### src/logic/tx_app_pkg.sv
package tx_app_pkg;

    localparam int FLOWID_W   = 3;
    localparam int NUM_FLOWS  = 1 << FLOWID_W;
    localparam int BUF_PTR_W  = 16;
    localparam int PAY_LEN_W  = 16;
    localparam int REQ_CNT_W  = 16;
    localparam int LINE_W     = 256;
    localparam int LINE_BYTES = LINE_W / 8;
    localparam int PAD_W      = $clog2(LINE_BYTES);
    localparam int LINE_REP   = LINE_W / REQ_CNT_W;  // request counts per line.

    typedef logic [FLOWID_W-1:0]  flowid_t;
    typedef logic [BUF_PTR_W-1:0] buf_ptr_t;
    typedef logic [PAY_LEN_W-1:0] pay_len_t;
    typedef logic [REQ_CNT_W-1:0] req_cnt_t;
    typedef logic [LINE_W-1:0]    line_t;
    typedef logic [PAD_W-1:0]     padbytes_t;

    typedef enum logic [1:0] {BENCH, CTRL_RESP, COPY} send_cmd_e;

    typedef enum logic [0:0] {MSG_REQ, PTR_UPDATE} msg_type_e;

    typedef enum logic [2:0] {
        IDLE, RD_CNTXT, STORE, REQ, WAIT_NOTIF, WRITE, PTR_UPD
    } ctrl_state_e;

    typedef struct packed {
        flowid_t   flowid;
        send_cmd_e cmd;
    } send_q_struct;

    typedef struct packed {
        req_cnt_t curr_reqs;
        req_cnt_t total_reqs;
        pay_len_t bufsize;
        logic     should_copy;  // clear means no payload lines are written.
    } app_cntxt_struct;

    typedef struct packed {
        msg_type_e msg_type;
        flowid_t   flowid;
        pay_len_t  length;
        buf_ptr_t  tail_ptr;
    } tx_msg_struct;

    typedef struct packed {
        buf_ptr_t tail_ptr;
        pay_len_t length;
    } notif_struct;

    typedef struct packed {
        flowid_t   flowid;
        buf_ptr_t  wr_ptr;
        line_t     data;
        logic      last;
        padbytes_t padbytes;
    } wr_line_struct;

endpackage

### src/logic/tx_app_cntxt_mem.sv
`timescale 1ns/100ps

module tx_app_cntxt_mem (
    input  logic                        clk,
    input  tx_app_pkg::flowid_t         rd_flowid,
    output tx_app_pkg::app_cntxt_struct rd_data,
    input  logic                        wr_en,
    input  tx_app_pkg::flowid_t         wr_flowid,
    input  tx_app_pkg::app_cntxt_struct wr_data,
    input  logic                        cfg_wr,
    input  tx_app_pkg::flowid_t         cfg_flowid,
    input  tx_app_pkg::app_cntxt_struct cfg_data
);
    import tx_app_pkg::*;

    app_cntxt_struct mem [NUM_FLOWS];

    // read data for a flow's context lands one cycle after the address.
    always_ff @(posedge clk) begin
        rd_data <= mem[rd_flowid];
    end

    always_ff @(posedge clk) begin
        if (wr_en) begin
            mem[wr_flowid] <= wr_data;
        end
        // placed last so a configuration write to the same flow takes priority.
        if (cfg_wr) begin
            mem[cfg_flowid] <= cfg_data;
        end
    end

endmodule

### src/logic/tx_app_bytes_cnt.sv
`timescale 1ns/100ps

module tx_app_bytes_cnt (
    input  logic                  clk,
    input  logic                  arst_n,
    input  logic                  load,
    input  tx_app_pkg::pay_len_t  load_len,
    input  logic                  decr,
    output logic                  last_wr,
    output tx_app_pkg::padbytes_t padbytes
);
    import tx_app_pkg::*;

    pay_len_t  bytes_left;
    padbytes_t len_mod;
    padbytes_t pad_calc;

    always_ff @(posedge clk or negedge arst_n) begin
        if (!arst_n) begin
            bytes_left <= '0;
        end else if (load) begin
            bytes_left <= load_len;
        end else if (decr) begin
            bytes_left <= bytes_left - pay_len_t'(LINE_BYTES);
        end
    end

    assign last_wr = bytes_left <= pay_len_t'(LINE_BYTES);

    // the low bits of the bytes left equal the length modulo the line size.
    assign len_mod  = bytes_left[PAD_W-1:0];
    assign pad_calc = (len_mod == '0) ? '0 : padbytes_t'(LINE_BYTES - int'(len_mod));
    assign padbytes = last_wr ? pad_calc : '0;  // only the last line is padded.

endmodule

### src/logic/tx_app_datap.sv
`timescale 1ns/100ps

module tx_app_datap (
    input  logic                        clk,
    input  logic                        arst_n,
    input  tx_app_pkg::send_q_struct    send_q_data,
    input  tx_app_pkg::app_cntxt_struct cntxt_rd,
    input  tx_app_pkg::notif_struct     notif_data,
    input  logic                        store_inputs,
    input  logic                        store_cntxt,
    input  logic                        store_notif,
    input  logic                        decr,
    input  tx_app_pkg::msg_type_e       msg_sel,
    input  logic                        last_wr,
    input  tx_app_pkg::padbytes_t       padbytes,
    output tx_app_pkg::flowid_t         rd_flowid,
    output tx_app_pkg::app_cntxt_struct cntxt_wr,
    output tx_app_pkg::pay_len_t        pay_len,
    output tx_app_pkg::tx_msg_struct    tx_msg,
    output tx_app_pkg::wr_line_struct   wr_line,
    output logic                        last_pkt,
    output logic                        should_copy
);
    import tx_app_pkg::*;

    send_q_struct    entry_q;
    app_cntxt_struct cntxt_q;
    buf_ptr_t        notif_tail_q;
    buf_ptr_t        wr_ptr_q;

    always_ff @(posedge clk or negedge arst_n) begin
        if (!arst_n) begin
            entry_q      <= '0;
            cntxt_q      <= '0;
            notif_tail_q <= '0;
            wr_ptr_q     <= '0;
        end else begin
            if (store_inputs) begin
                entry_q <= send_q_data;
            end
            if (store_cntxt) begin
                cntxt_q <= cntxt_rd;
            end
            if (store_notif) begin
                notif_tail_q <= notif_data.tail_ptr;
                wr_ptr_q     <= notif_data.tail_ptr;  // first line goes to the old tail.
            end else if (decr) begin
                wr_ptr_q <= wr_ptr_q + buf_ptr_t'(LINE_BYTES);
            end
        end
    end

    assign rd_flowid   = entry_q.flowid;
    assign should_copy = cntxt_q.should_copy;
    assign last_pkt    = cntxt_q.curr_reqs == (cntxt_q.total_reqs - req_cnt_t'(1));

    // a control response always fits in a single line.
    assign pay_len = (entry_q.cmd == CTRL_RESP) ? pay_len_t'(LINE_BYTES) : cntxt_q.bufsize;

    always_comb begin
        cntxt_wr           = cntxt_q;
        cntxt_wr.curr_reqs = cntxt_q.curr_reqs + req_cnt_t'(1);
    end

    always_comb begin
        tx_msg.msg_type = msg_sel;
        tx_msg.flowid   = entry_q.flowid;
        tx_msg.length   = pay_len;
        if (msg_sel == PTR_UPDATE) begin
            tx_msg.tail_ptr = notif_tail_q + buf_ptr_t'(pay_len);  // new tail after payload.
        end else begin
            tx_msg.tail_ptr = '0;
        end
    end

    always_comb begin
        wr_line.flowid = entry_q.flowid;
        wr_line.wr_ptr = wr_ptr_q;
        if (entry_q.cmd == BENCH) begin
            wr_line.data = {LINE_REP{cntxt_q.curr_reqs}};
        end else begin
            wr_line.data = line_t'(1);
        end
        wr_line.last     = last_wr;
        wr_line.padbytes = padbytes;
    end

endmodule

### src/logic/tx_app_ctrl.sv
`timescale 1ns/100ps

module tx_app_ctrl (
    input  logic                  clk,
    input  logic                  arst_n,
    input  logic                  send_valid,
    input  logic                  notif_valid,
    input  logic                  last_wr,
    input  logic                  last_pkt,
    input  logic                  should_copy,
    output logic                  store_inputs,
    output logic                  store_cntxt,
    output logic                  store_notif,
    output logic                  cnt_load,
    output logic                  cnt_decr,
    output logic                  cntxt_wr_en,
    output logic                  msg_valid,
    output logic                  wr_valid,
    output logic                  flow_done,
    output logic                  busy,
    output tx_app_pkg::msg_type_e msg_sel
);
    import tx_app_pkg::*;

    ctrl_state_e state;
    ctrl_state_e state_next;
    logic        notif_accept;

    always_ff @(posedge clk or negedge arst_n) begin
        if (!arst_n) begin
            state <= IDLE;
        end else begin
            state <= state_next;
        end
    end

    always_comb begin
        state_next = state;
        case (state)
            IDLE: begin
                if (send_valid) begin
                    state_next = RD_CNTXT;
                end
            end
            RD_CNTXT:   state_next = STORE;  // memory read is in flight.
            STORE:      state_next = REQ;
            REQ:        state_next = WAIT_NOTIF;
            WAIT_NOTIF: begin
                if (notif_valid) begin
                    state_next = should_copy ? WRITE : PTR_UPD;
                end
            end
            WRITE: begin
                if (last_wr) begin
                    state_next = PTR_UPD;
                end
            end
            PTR_UPD:    state_next = IDLE;
            default:    state_next = IDLE;
        endcase
    end

    // strobes outside IDLE are dropped because the entry is only taken here.
    assign store_inputs = (state == IDLE) && send_valid;
    assign store_cntxt  = state == STORE;

    assign notif_accept = (state == WAIT_NOTIF) && notif_valid;
    assign store_notif  = notif_accept;
    assign cnt_load     = notif_accept;

    assign wr_valid = state == WRITE;
    assign cnt_decr = state == WRITE;  // one line per cycle since there is no back-pressure.

    assign msg_valid   = (state == REQ) || (state == PTR_UPD);
    assign msg_sel     = (state == PTR_UPD) ? PTR_UPDATE : MSG_REQ;
    assign cntxt_wr_en = state == PTR_UPD;
    assign flow_done   = (state == PTR_UPD) && last_pkt;

    assign busy = state != IDLE;

endmodule

### src/logic/tx_app_engine.sv
`timescale 1ns/100ps

module tx_app_engine (
    input  logic                        clk,
    input  logic                        arst_n,
    input  logic                        send_valid,
    input  tx_app_pkg::send_q_struct    send_q_data,
    output logic                        busy,
    output logic                        msg_valid,
    output tx_app_pkg::tx_msg_struct    tx_msg,
    input  logic                        notif_valid,
    input  tx_app_pkg::notif_struct     notif_data,
    output logic                        wr_valid,
    output tx_app_pkg::wr_line_struct   wr_line,
    output logic                        flow_done,
    input  logic                        cfg_wr,
    input  tx_app_pkg::flowid_t         cfg_flowid,
    input  tx_app_pkg::app_cntxt_struct cfg_data
);
    import tx_app_pkg::*;

    logic            store_inputs;
    logic            store_cntxt;
    logic            store_notif;
    logic            cnt_load;
    logic            cnt_decr;
    logic            cntxt_wr_en;
    logic            last_wr;
    logic            last_pkt;
    logic            should_copy;
    msg_type_e       msg_sel;
    padbytes_t       padbytes;
    flowid_t         rd_flowid;
    app_cntxt_struct cntxt_rd;
    app_cntxt_struct cntxt_wr;
    pay_len_t        pay_len;

    tx_app_ctrl u_ctrl (
        .clk          (clk),
        .arst_n       (arst_n),
        .send_valid   (send_valid),
        .notif_valid  (notif_valid),
        .last_wr      (last_wr),
        .last_pkt     (last_pkt),
        .should_copy  (should_copy),
        .store_inputs (store_inputs),
        .store_cntxt  (store_cntxt),
        .store_notif  (store_notif),
        .cnt_load     (cnt_load),
        .cnt_decr     (cnt_decr),
        .cntxt_wr_en  (cntxt_wr_en),
        .msg_valid    (msg_valid),
        .wr_valid     (wr_valid),
        .flow_done    (flow_done),
        .busy         (busy),
        .msg_sel      (msg_sel)
    );

    tx_app_datap u_datap (
        .clk          (clk),
        .arst_n       (arst_n),
        .send_q_data  (send_q_data),
        .cntxt_rd     (cntxt_rd),
        .notif_data   (notif_data),
        .store_inputs (store_inputs),
        .store_cntxt  (store_cntxt),
        .store_notif  (store_notif),
        .decr         (cnt_decr),
        .msg_sel      (msg_sel),
        .last_wr      (last_wr),
        .padbytes     (padbytes),
        .rd_flowid    (rd_flowid),
        .cntxt_wr     (cntxt_wr),
        .pay_len      (pay_len),
        .tx_msg       (tx_msg),
        .wr_line      (wr_line),
        .last_pkt     (last_pkt),
        .should_copy  (should_copy)
    );

    tx_app_bytes_cnt u_bytes_cnt (
        .clk      (clk),
        .arst_n   (arst_n),
        .load     (cnt_load),
        .load_len (pay_len),
        .decr     (cnt_decr),
        .last_wr  (last_wr),
        .padbytes (padbytes)
    );

    // write-back goes to the same flow that was read.
    tx_app_cntxt_mem u_cntxt_mem (
        .clk        (clk),
        .rd_flowid  (rd_flowid),
        .rd_data    (cntxt_rd),
        .wr_en      (cntxt_wr_en),
        .wr_flowid  (rd_flowid),
        .wr_data    (cntxt_wr),
        .cfg_wr     (cfg_wr),
        .cfg_flowid (cfg_flowid),
        .cfg_data   (cfg_data)
    );

endmodule

### config.mk
export PLATFORM = sky130hd
export DESIGN_NAME = tx_app_engine
export DESIGN_NICKNAME = d
export VERILOG_FILES = /design/src/logic/tx_app_pkg.sv /design/src/logic/tx_app_cntxt_mem.sv /design/src/logic/tx_app_bytes_cnt.sv /design/src/logic/tx_app_datap.sv /design/src/logic/tx_app_ctrl.sv /design/src/logic/tx_app_engine.sv
export SDC_FILE = /design/constraint.sdc
export NUM_CORES = 1
export LEC_CHECK = 0
export BUFFER_PORTS_ARGS = -buffer_cell sky130_fd_sc_hd__buf_2
export CAP_MARGIN = 10
export CORE_UTILIZATION = 40
export CTS_BUF_LIST = sky130_fd_sc_hd__clkbuf_4 sky130_fd_sc_hd__clkbuf_8 sky130_fd_sc_hd__clkbuf_16
export DETAILED_ROUTE_END_ITERATION = 6
export GPL_ROUTABILITY_DRIVEN = 1
export GPL_TIMING_DRIVEN = 0
export HOLD_SLACK_MARGIN = 0.03
export PLACE_DENSITY = 0.67
export REMOVE_ABC_BUFFERS = 1
export SETUP_SLACK_MARGIN = 0.4
export SLEW_MARGIN = 0
export SYNTH_ARGS = -nofsm -noshare
export SYNTH_HDL_FRONTEND = slang
export SYNTH_SLANG_ARGS = --single-unit
export TNS_END_PERCENT = 10
### constraint.sdc
create_clock -name clk -period 4.1 [get_ports clk]
set_clock_uncertainty 0.2 [all_clocks]
set_input_delay 0.205 -clock clk [delete_from_list [all_inputs] [get_ports clk]]
set_output_delay 0.205 -clock clk [all_outputs]
set_load 0.02 [all_outputs]
==> key figures, run 1 <==
Status
  – Outcome: complete, no violations

Place
  – Post-DP HPWL: a little under 50 mm
  – Port Buffers: 398
  – Final GP Congestion: 0.831
  – Pre-CTS setup slack: -345 ps
  – Placed instance count: around 3200
  – Cell Area, Placed: between 20000 and 30000 sq um

Cells and area
  – Post-route cell area: 32100 sq um
  – Final Util: a little under half
  – Finished Layout Cells: ~3400
  – Register area: 15400 sq um
  – Area growth from synthesis to layout: 16.8%
  – Share of cells above drive strength 1: 35.8%
  – Filler cells: 5877
  – Multi-input logic area: 9780 sq um
  – Final Net Count: 2624

Floorplan
  – Initial core utilization: roughly two fifths
  – I/O pin cnt: 415
  – Chip width: about 260 microns
  – Row count: between 90 and 100
  – DIE AREA: 69700 sq um
  – Die Ht: ~260 microns
  – CORE AREA: 67500 sq um

Clock network
  – Max Root-Sink Buffers: 3
  – Clock buffer count from CTS: 55
  – CTS Sinks: approximately 550
  – Insertion delay to the later sink of the worst-skew pair: 630 ps
  – Root Buffer: clkbuf_16
  – Max H-tree Level: 2
  – Reg clk slew, reported paths: 60 ps
  – CTS tree: done

Worst hold path
  – HP Start: cfg_flowid[0]
  – Worst min-delay path class: input port to register

Power and ir drop
  – PD cells: 747 nW/um^2
  – Lkg Pwr: approximately 0.013 uW
  – Peak VDD IR: 390 uV

Timing
  – Final Max Tran Viols: 0
  – Slack of the critical path: just over 300 ps
  – Tmin final: 3800 ps
  – Worst slew pin tran: 1170 ps
  – Final setup violating endpoints: 0
  – Final Hold Fails: 0
  – Final period util: 92.6%
  – Fmax achieved: 263 MHz
  – RSZ-0062 raised after global routing: yes
  – Relative max-transition margin: 21.5%

Route
  – Post-route DRC violation count: 0
  – Initial drt markers: 2009
  – Post-route ant nets: 0
  – DR vias: 19500
  – Vias per inst: 5.68
  – Initial DRT Pass Iterations: 7
  – Final WL: between 70 and 80 mm
  – Wire length per cell: 23.3 microns

Yosys
  – Post-synth EDFFs: approximately 390
  – Post-synth top area share: 42.9%
  – Yosys cell types: between 60 and 70
  – Asr flop ratio synth: 19.2%
  – Synth cell count leaders: edfxtp_1 (392), mux2_2 (292), buf_4 (249), nand2_1 (211), a22oi_1 (196)
  – Main synth FF type: edfxtp_1
  – Post-Syn Area: 27500 sq um
  – Mean Syn Cell Area: 11.7 sq um
  – Synthesized flop and latch total: 546
  – Synth area leaders: edfxtp_1 (43%), mux2_2 (12%), dfrtp_1 (9.6%)
  – Syn Inst Count: 2338
  – Count leader, synth: edfxtp_1
  – Cell taking the most area after synthesis: edfxtp_1
  – Register area share after synthesis: 56.0%
  – Yosys warns: 0

GRT
  – GR Util All Layers: 22.1%
  – Grt ovf: 0
  – First-pass GRT wire length: 117 mm
  – Initial antenna violation count: 6
  – Largest net degree at the start of global routing: 57
  – Vias in the first global route: 18900

Setup path
  – Top fanout value on the critical path: 4
  – Required @ worst endpoint: roughly 3700 ps
  – Launching point of the worst reg2reg path: u_datap.rd_flowid[0]
  – Crit path launch type: register
  – Crit path kind: register to primary output
  – Crit. Startpoint: u_datap.entry_q[1]
  – Critical Path End Type: primary output
  – Arrival time worst endpoint: 3390 ps

Flow run
  – Max Cap Viol: 0
flip-flops by register name, indices dropped and copies added, names as in the netlist:
signal / cells
u_bytes_cnt.bytes_left: 16
u_cntxt_mem.mem: 392
u_cntxt_mem.rd_data: 49
u_ctrl.state: 3
u_datap.cntxt_q: 16
u_datap.cntxt_wr: 32
u_datap.entry_q: 2
u_datap.notif_tail_q: 16
u_datap.rd_flowid: 3
u_datap.should_copy: 1
u_datap.wr_ptr_q: 16
critical path, cell delays in order, from the launching register on:
cell       delay [ps]
dfrtp_1           380
nand2b_4          200
and2_4            210
ha_1              220
fa_2              370
a21o_1            200
a21oi_4           190
o21bai_4          110
a2111oi_4         310
mux2i_1           240
o311ai_1          140
buf_2             190
final timing paths:
kind	to	slack (ps)	cells after the start
setup reg to reg	u_cntxt_mem.mem[1][30]	670	7
setup / recovery	tx_msg[14]	300	11
max in group asynchronous	u_datap.cntxt_wr[20]	2880	4
min in group asynchronous	u_datap.wr_ptr_q[2]	470	4
hold / removal	u_cntxt_mem.mem[1][34]	70	4
hold reg to reg	u_datap.cntxt_wr[17]	250	2
cells in the final DEF, fill, tap and decap left out, drive strengths merged, types with 3 or more instances in the layout:
cell type,netlist,layout
or3,6,6
and2,32,32
a31oi,4,4
ha,21,21
dfrtp,105,105
nor3b,7,7
nor2b,7,7
dfxtp,49,49
bufinv,0,4
and4,4,4
nor4,7,7
edfxtp,392,392
o21ai,32,32
diode,0,4
mux2,292,292
and3,11,11
xor2,32,32
buf,282,457
nand2b,5,5
mux2i,4,4
clkinv,0,19
clkbuf,146,75
nand2,211,211
or4,4,4
o2111ai,3,3
inv,21,23
nand4,60,60
a21oi,141,141
xnor2,28,28
a21o,9,9
nor2,156,156
dlygate4sd3,0,84
o21bai,4,4
nand3,16,16
a22oi,197,197
nor3,21,21
kinds of logic after synthesis:
family / count (synthesis) / synth area share (%)
xor+xnor: 60 / 1.91
buf+inv: 449 / 9.66
simple gates: 554 / 9.49
flops: 546 / 56.0
compound gates: 411 / 9.76
mux: 296 / 12.1
fa+ha+maj: 22 / 1.03
report_power, final:
part | internal, uW | leakage, uW | switching (uW)
registers | 7580 | 0.00530 | 1210
clock network | 2950 | 0.000924 | 2170
logic | 4120 | 0.00668 | 5910
cell type report:
cell class	instances	share of cell area (%)
Timing Repair Buffer	541	12.1
Multi-Input combinational cell	1343	30.5
Clock buffer	75	4.94
Tap cell	873	3.41
Sequential cell	546	48.0
Antenna cell	4	0.0312
Inverter	21	0.258
Clock inverter	27	0.777
per-layer routing:
layer / GRT usage, % / wire (microns) / up-vias
met5: 0 / 23 / -
met4: 6.65 / 2100 / 4
met3: 3.19 / 6300 / 166
met2: 37.0 / 39000 / 932
met1: 29.6 / 32400 / 9737
li1: - / - / 8629
per-stage QoR:
step | setup TNS, ps | total power [uW] | hold WS [ps]
3_5_place_dp | -345 | 18300 | 38.2
2_1_floorplan | -358010 | 14700 | -291
6_report | 0 | 23900 | 74.9
3_3_place_gp | -2614800 | 17700 | 219
5_1_grt | 0 | 25100 | 110
4_1_cts | 0 | 23800 | 65.3
timing repair:
action | CTS | global route
endpoints found under the hold margin | 541 | 0
resized for setup | 35 | 8
setup buffers | 6 | 0
pin swaps | 3 | 2
setup endpoints to repair | 15 | 6
hold buffers | 85 | 0
(Power assumes the default switching activity.)
==> run 2: changes to the inputs <==
--- a/config.mk
+++ b/config.mk
@@ -5,15 +5,15 @@
 export SDC_FILE = /design/constraint.sdc
 export NUM_CORES = 1
 export LEC_CHECK = 0
-export BUFFER_PORTS_ARGS = -buffer_cell sky130_fd_sc_hd__buf_2
 export CAP_MARGIN = 10
 export CORE_UTILIZATION = 40
 export CTS_BUF_LIST = sky130_fd_sc_hd__clkbuf_4 sky130_fd_sc_hd__clkbuf_8 sky130_fd_sc_hd__clkbuf_16
 export DETAILED_ROUTE_END_ITERATION = 6
+export DONT_BUFFER_PORTS = 1
 export GPL_ROUTABILITY_DRIVEN = 1
 export GPL_TIMING_DRIVEN = 0
 export HOLD_SLACK_MARGIN = 0.03
-export PLACE_DENSITY = 0.67
+export PLACE_DENSITY = 0.57
 export REMOVE_ABC_BUFFERS = 1
 export SETUP_SLACK_MARGIN = 0.4
 export SLEW_MARGIN = 0
==> run 2 against run 1 <==
Critical path depth fell by 2. Die area did not move. First-iteration DRC count fell by 17%. Sequential share of layout area rose by 2.5 points. Global-route usage rose by 0.64 points. Via count fell by 7.9%.
==> key figures, run 2 (synthesized netlist as in run 1, its figures left out) <==
Power and ir drop
  – Lkg Pwr: 0.0111 uW (was 0.0129 uW)
  – PD cells: 768 nW/um^2 (was 747 nW/um^2)
  – Peak VDD IR: 423 uV (was 390 uV)
  – Total power: 23400 uW (was 23900 uW)

Worst hold path
  – Worst min-delay path class: input port to register (unchanged)

GRT
  – Largest net degree at the start of global routing: 106 (was 57)
  – First-pass GRT wire length: 118 mm (was 117 mm)
  – Vias in the first global route: 17700 (was 18900)
  – Initial antenna violation count: 8 (was 6)
  – Grt ovf: 0 (unchanged)
  – GR Util All Layers: 22.7% (was 22.1%)

Timing
  – Fmax achieved: 266 MHz (was 263 MHz)
  – Final Hold Fails: 0 (unchanged)
  – Final Max Tran Viols: 0 (unchanged)
  – Final setup violating endpoints: 0 (unchanged)
  – Total negative slack: 0 ps (unchanged)
  – RSZ-0062 raised after global routing: yes (unchanged)
  – Tmin final: 3760 ps (was 3800 ps)
  – Final period util: 91.8% (was 92.6%)
  – Worst slew pin tran: 1200 ps (was 1170 ps)
  – Relative max-transition margin: 19.4% (was 21.5%)
  – Hold Slack: 74.2 ps (was 74.9 ps)

Route
  – Post-route DRC violation count: 0 (unchanged)
  – DR vias: 17900 (was 19500)
  – Final WL: 80.5 mm (was 79.9 mm)
  – Wire length per cell: 26.3 microns (was 23.3 microns)
  – Post-route ant nets: 0 (unchanged)
  – Initial DRT Pass Iterations: 5 (was 7)
  – Vias per inst: 5.87 (was 5.68)
  – Initial drt markers: 1661 (was 2009)

Floorplan
  – I/O pin cnt: 415 (unchanged)
  – CORE AREA: 67500 sq um (unchanged)
  – Initial core utilization: 40.7% (unchanged)
  – DIE AREA: 69700 sq um (unchanged)
  – Chip width: 264 microns (unchanged)
  – Die Ht: 264 microns (unchanged)
  – Row count: 95 (unchanged)

Cells and area
  – Area growth from synthesis to layout: 11.0% (was 16.8%)
  – Post-route cell area: 30500 sq um (was 32100 sq um)
  – Multi-input logic area: 9880 sq um (was 9780 sq um)
  – Register area: 15400 sq um (unchanged)
  – Final Net Count: 2251 (was 2624)
  – Share of cells above drive strength 1: 25.2% (was 35.8%)
  – Top reg by flops: u_cntxt_mem.mem (unchanged)
  – Most common cell after layout, fill and taps aside: edfxtp_1 (was buf_2)
  – Max reg flops: 392 (unchanged)
  – Filler cells: 6077 (was 5877)
  – Most frequent cells in the layout: edfxtp_1 (392), mux2_2 (292), nand2_1 (199), a22oi_1 (196), nor2_1 (153) (was buf_2 (397), edfxtp_1 (392), mux2_2 (292), nand2_1 (199), a22oi_1 (196))

Setup path
  – Worst Path Buf+Inv: 0 (was 1)
  – Required @ worst endpoint: 3690 ps (about the same)
  – Highest-delay cell along the critical path: dfrtp_2 (was dfrtp_1)
  – CP peak stage delay: 430 ps (was 380 ps)
  – Top fanout value on the critical path: 6 (was 4)
  – CP delay by family, top: simple AND/OR/NAND/NOR gates (was compound AO/OA/AOI/OAI gates)
  – Arrival time worst endpoint: 3360 ps (was 3390 ps)
  – Cell chain of the critical path: nand2b_4, and2_2, ha_2, nand3_1, o22ai_4, o2111ai_4, a31oi_2, nor3_1, nor3b_2 (was nand2b_4, and2_4, ha_1, fa_2, a21o_1, a21oi_4, o21bai_4, a2111oi_4, mux2i_1, o311ai_1, buf_2)
  – Crit path kind: register to primary output (unchanged)
  – Critical Path End Type: primary output (unchanged)
  – Crit path launch type: register (unchanged)

Clock network
  – Root Buffer: clkbuf_16 (unchanged)
  – Max H-tree Level: 2 (unchanged)
  – Insertion delay to the later sink of the worst-skew pair: 630 ps (about the same)
  – Reg clk slew, reported paths: 60 ps (about the same)
  – Clock buffer count from CTS: 55 (unchanged)
  – CTS Sinks: 546 (unchanged)
  – Max Root-Sink Buffers: 3 (unchanged)
  – CTS tree: done (unchanged)

Place
  – Post-DP HPWL: 47.6 mm (was 48.3 mm)
  – Cell Area, Placed: 27300 sq um (was 29100 sq um)
  – Final GP Congestion: 0.829 (was 0.831)
  – Port Buffers: 0 (was 398)

Status
  – Outcome: complete, no violations (unchanged)

Flow run
  – Max Cap Viol: 0 (unchanged)
[run 2: changes by cell type in the layout (fill, tap and decap cells not counted), moves of 3 or more]
cell / before / now
clkbuf_4: 11 / 16
dlygate4sd3_1: 84 / 98
nor3_1: 18 / 15
buf_2: 397 / 0
and2_4: 4 / 17
clkbuf_8: 9 / 4
buf_8: 9 / 16
and2_1: 25 / 10
bufinv_16: 4 / 7
diode_2: 4 / 1
[run 2: what timing repair did]
action                                  CTS  global route
gates cloned                              2             0
pin swaps                                 6             1
hold endpoints to repair                545             0
setup buffers                             5             2
hold buffers                             99             0
endpoints found under the setup margin   16            10
gates resized for setup                  45             5
[run 2: per-layer routing]
metal | vias up | global-route usage (%) | share of wire, %
met1 | 9248 | 30.4 | 42
li1 | 7880 | - | -
met3 | 114 | 4.60 | 7.5
met4 | 12 | 5.20 | 1.9
met5 | - | 0 | 0.088
met2 | 685 | 37.8 | 48
[run 2: per-stage QoR]
stage,cells,setup WS [ps],util (%)
2_1_floorplan,1910,-3160,-
3_5_place_dp,2843,-503,40.4
6_report,3056,337,45.2
4_1_cts,3053,333,45.1
5_1_grt,3056,230,45.2
3_3_place_gp,2783,-8000,38.5
[run 2: power breakdown]
part | switching (uW) | total (uW) | leakage [uW] | internal (uW)
logic | 5650 | 9200 | 0.00489 | 3540
clock network | 2190 | 5330 | 0.000960 | 3130
registers | 1310 | 8890 | 0.00530 | 7580
[run 2: path summary, 6_finish.rpt]
kind	slack (ps)	cells past startpoint	to	start
worst max-delay path	340	9	tx_msg[15]	u_datap.entry_q[1]
worst min-delay path	70	2	u_cntxt_mem.mem[3][38]	cfg_flowid[0]
worst max register to register	660	7	u_cntxt_mem.mem[1][45]	u_datap.rd_flowid[0]
worst min register to register	260	2	u_datap.cntxt_q[35]	u_cntxt_mem.rd_data[35]
max in group asynchronous	3080	2	u_datap.entry_q[0]	arst_n
min in group asynchronous	90	2	u_datap.notif_tail_q[15]	arst_n
[run 2: area by class of cell]
type                            instances  area share [%]
Antenna cell                            1         0.00821
Clock buffer                           76            5.17
Clock inverter                         28            1.08
Inverter                               21           0.271
Multi-Input combinational cell       1344            32.4
Sequential cell                       546            50.5
Tap cell                              873            3.58
Timing Repair Buffer                  166            7.00
Timing Repair inverter                  1          0.0164
==> run 3: changes to the inputs <==
--- a/config.mk
+++ b/config.mk
@@ -7,14 +7,13 @@
 export LEC_CHECK = 0
 export CAP_MARGIN = 10
 export CORE_UTILIZATION = 40
-export CTS_BUF_LIST = sky130_fd_sc_hd__clkbuf_4 sky130_fd_sc_hd__clkbuf_8 sky130_fd_sc_hd__clkbuf_16
+export CTS_BUF_LIST = sky130_fd_sc_hd__clkbuf_4
 export DETAILED_ROUTE_END_ITERATION = 6
 export DONT_BUFFER_PORTS = 1
 export GPL_ROUTABILITY_DRIVEN = 1
 export GPL_TIMING_DRIVEN = 0
 export HOLD_SLACK_MARGIN = 0.03
 export PLACE_DENSITY = 0.57
-export REMOVE_ABC_BUFFERS = 1
 export SETUP_SLACK_MARGIN = 0.4
 export SLEW_MARGIN = 0
 export SYNTH_ARGS = -nofsm -noshare
==> run 3 against run 2 <==
The flow now finishes with violations (setup timing). Clock power down 2%. Utilization grew 4.6 points. Cell count up 22%. Register-to-register slack lost 220 ps. Die area unchanged. Fmax down 12%.
==> key figures, run 3 (synthesized netlist as in run 1, its figures left out) <==
Setup path
  – Top fanout value on the critical path: 5 (was 6)
  – Crit path launch type: register (unchanged)
  – Crit path kind: register to primary output (unchanged)
  – Worst Path Buf+Inv: 2 (was 0)
  – Highest-delay cell along the critical path: dfrtp_2 (unchanged)
  – Cell chain of the critical path: nand2b_4, buf_8, and2_4, ha_4, fa_2, a21o_1, a21oi_4, o21bai_4, a2111oi_4, mux2i_1, o311ai_1, buf_4 (was nand2b_4, and2_2, ha_2, nand3_1, o22ai_4, o2111ai_4, a31oi_2, nor3_1, nor3b_2)
  – Arrival time worst endpoint: 3860 ps (was 3360 ps)
  – FF-to-FF End: u_cntxt_mem.mem[2][11] (was u_cntxt_mem.mem[1][45])
  – Required @ worst endpoint: 3690 ps (about the same)
  – FF-to-FF path depth: 6 (was 7)
  – Flop-to-flop setup slack: 440 ps (was 660 ps)
  – CP delay by family, top: compound AO/OA/AOI/OAI gates (was simple AND/OR/NAND/NOR gates)
  – Crit. Startpoint: u_datap.entry_q[1] (unchanged)
  – Launching point of the worst reg2reg path: u_datap.rd_flowid[1] (was u_datap.rd_flowid[0])
  – Critical Path End Type: primary output (unchanged)
  – CP peak stage delay: 430 ps (about the same)

Timing
  – Worst slew pin tran: 1370 ps (was 1200 ps)
  – Total negative slack: -243 ps (was 0 ps)
  – Final Hold Fails: 0 (unchanged)
  – Final period util: 104% (was 91.8%)
  – Final setup violating endpoints: 5 (was 0)
  – Tmin final: 4260 ps (was 3760 ps)
  – RSZ-0062 raised after global routing: yes (unchanged)
  – Final Max Tran Viols: 0 (unchanged)
  – Relative max-transition margin: 8.43% (was 19.4%)
  – Fmax achieved: 235 MHz (was 266 MHz)
  – Slack of the critical path: -161 ps (was 337 ps)

GRT
  – First-pass GRT wire length: 138 mm (was 118 mm)
  – Vias in the first global route: 20800 (was 17700)
  – Initial antenna violation count: 4 (was 8)
  – GR Util All Layers: 27.2% (was 22.7%)
  – Largest net degree at the start of global routing: 106 (unchanged)
  – Grt ovf: 0 (unchanged)

Worst hold path
  – Hold path endpoint: u_cntxt_mem.mem[7][44] (was u_cntxt_mem.mem[3][38])
  – Worst min-delay path class: input port to register (unchanged)
  – HP Start: cfg_data[44] (was cfg_flowid[0])
  – Worst Hold Depth: 4 (was 2)

Power and ir drop
  – Peak VDD IR: 464 uV (was 423 uV)
  – PD cells: 761 nW/um^2 (was 768 nW/um^2)
  – Lkg Pwr: 0.0130 uW (was 0.0111 uW)

Route
  – Initial DRT Pass Iterations: 7 (was 5)
  – Final WL: 96.4 mm (was 80.5 mm)
  – Vias per inst: 5.67 (was 5.87)
  – DR vias: 21100 (was 17900)
  – Post-route ant nets: 0 (unchanged)
  – Post-route DRC violation count: 0 (unchanged)
  – Wire length per cell: 26.0 microns (was 26.3 microns)
  – Initial drt markers: 2248 (was 1661)

Place
  – Port Buffers: 0 (unchanged)
  – Cell Area, Placed: 28800 sq um (was 27300 sq um)
  – Placed instance count: 3222 (was 2843)
  – Pre-CTS setup slack: -569 ps (was -503 ps)
  – Post-DP HPWL: 60.7 mm (was 47.6 mm)
  – Final GP Congestion: 0.885 (was 0.829)

Floorplan
  – Initial core utilization: 40.7% (unchanged)
  – Row count: 95 (unchanged)
  – Die Ht: 264 microns (unchanged)
  – CORE AREA: 67500 sq um (unchanged)
  – Chip width: 264 microns (unchanged)
  – I/O pin cnt: 415 (unchanged)
  – DIE AREA: 69700 sq um (unchanged)

Clock network
  – Root Buffer: clkbuf_4 (was clkbuf_16)
  – CTS tree: done (unchanged)
  – Reg clk slew, reported paths: 70 ps (was 60 ps)
  – Clock buffer count from CTS: 148 (was 55)
  – Max H-tree Level: 4 (was 2)
  – CTS Sinks: 546 (unchanged)
  – Insertion delay to the later sink of the worst-skew pair: 1040 ps (was 630 ps)
  – Max Root-Sink Buffers: 3 (unchanged)

Cells and area
  – Max reg flops: 392 (unchanged)
  – Most frequent cells in the layout: edfxtp_1 (392), mux2_2 (292), buf_4 (265), clkbuf_4 (240), nand2_1 (202) (was edfxtp_1 (392), mux2_2 (292), nand2_1 (199), a22oi_1 (196), nor2_1 (153))
  – Post-route cell area: 33600 sq um (was 30500 sq um)
  – Share of cells above drive strength 1: 34.1% (was 25.2%)
  – Most common cell after layout, fill and taps aside: edfxtp_1 (unchanged)
  – Top reg by flops: u_cntxt_mem.mem (unchanged)
  – Area growth from synthesis to layout: 22.3% (was 11.0%)
  – Finished Layout Cells: 3716 (was 3056)
  – Final Net Count: 2830 (was 2251)

Status
  – Failing checks: setup timing
  – Outcome: finished, violations left (was complete, no violations)

Yosys
  – Post-Syn Nets: 2454

Flow run
  – Max Cap Viol: 0 (unchanged)
run 3: changes by cell type in the layout (fill, tap and decap cells not counted), moves of 16 or more:
cell           previous run  this run
buf_4                     7       265
clkbuf_4                 16       240
clkbuf_1                  0       123
dlygate4sd3_1            98       195
clkbuf_16                56         0
buf_1                     0        21
clkbuf_2                  0        19
buf_6                    21         5
run 3: metrics by stage:
step | hold WS [ps] | utilization, % | power [uW]
5_1_grt | 91.2 | 49.7 | 26700
4_1_cts | 31.9 | 49.5 | 25200
2_1_floorplan | -291 | - | 16100
3_3_place_gp | -285 | 42.3 | 18700
6_report | 100 | 49.7 | 25500
3_5_place_dp | -285 | 42.7 | 19000
run 3: tightest hold or removal path: cells and delay by family:
family                 cells  cell delay (ps)
buffers and inverters      2              780
AO/OA/AOI/OAI              1               40
AND/OR/NAND/NOR            1              140
run 3: layout make-up:
type	count	area (sq um)
diodes	5	12.5
plain buffers	428	2630
clock buffers	237	1780
clock inverters	37	234
fillers	6024	33900
inverters	21	78.8
multi-input cells	1343	10000
flip-flops and latches	546	15400
well taps	873	1090
repair buffers	226	2370
run 3: worst max-delay path by stage:
stage	to	slack (ps)	cells past startpoint
2_1_floorplan	tx_msg[14]	470	11
4_1_cts	tx_msg[14]	-260	12
5_1_grt	tx_msg[14]	-320	12
3_3_place_gp	u_cntxt_mem.mem[5][6]	-1860	6
3_5_place_dp	tx_msg[14]	-570	12
6_report	tx_msg[14]	-160	12
run 3: per-layer routing:
| metal | vias up | GRT usage (%) | wire (microns) | part of all wire [%] |
|---|---|---|---|---|
| met5 | - | 0 | 0 | 0 |
| met2 | 1135 | 44.8 | 46400 | 48 |
| met4 | 0 | 11.4 | 3390 | 3.5 |
| met3 | 226 | 6.09 | 8290 | 8.6 |
| met1 | 10600 | 34.4 | 38300 | 40 |
| li1 | 9163 | - | - | - |
run 3: where the power goes:
part | leakage, uW | switching (uW) | internal, uW
combinational | 0.00647 | 7120 | 4780
sequential | 0.00530 | 854 | 7590
clock | 0.00122 | 2400 | 2810
run 3: what timing repair did:
item                                    CTS  global route
hold endpoints to repair                552             0
gates cloned                              1             0
hold buffers                            197             0
endpoints found under the setup margin  171           196
pin swaps                                17            16
resized for setup                       118            47
setup buffers                            14             2
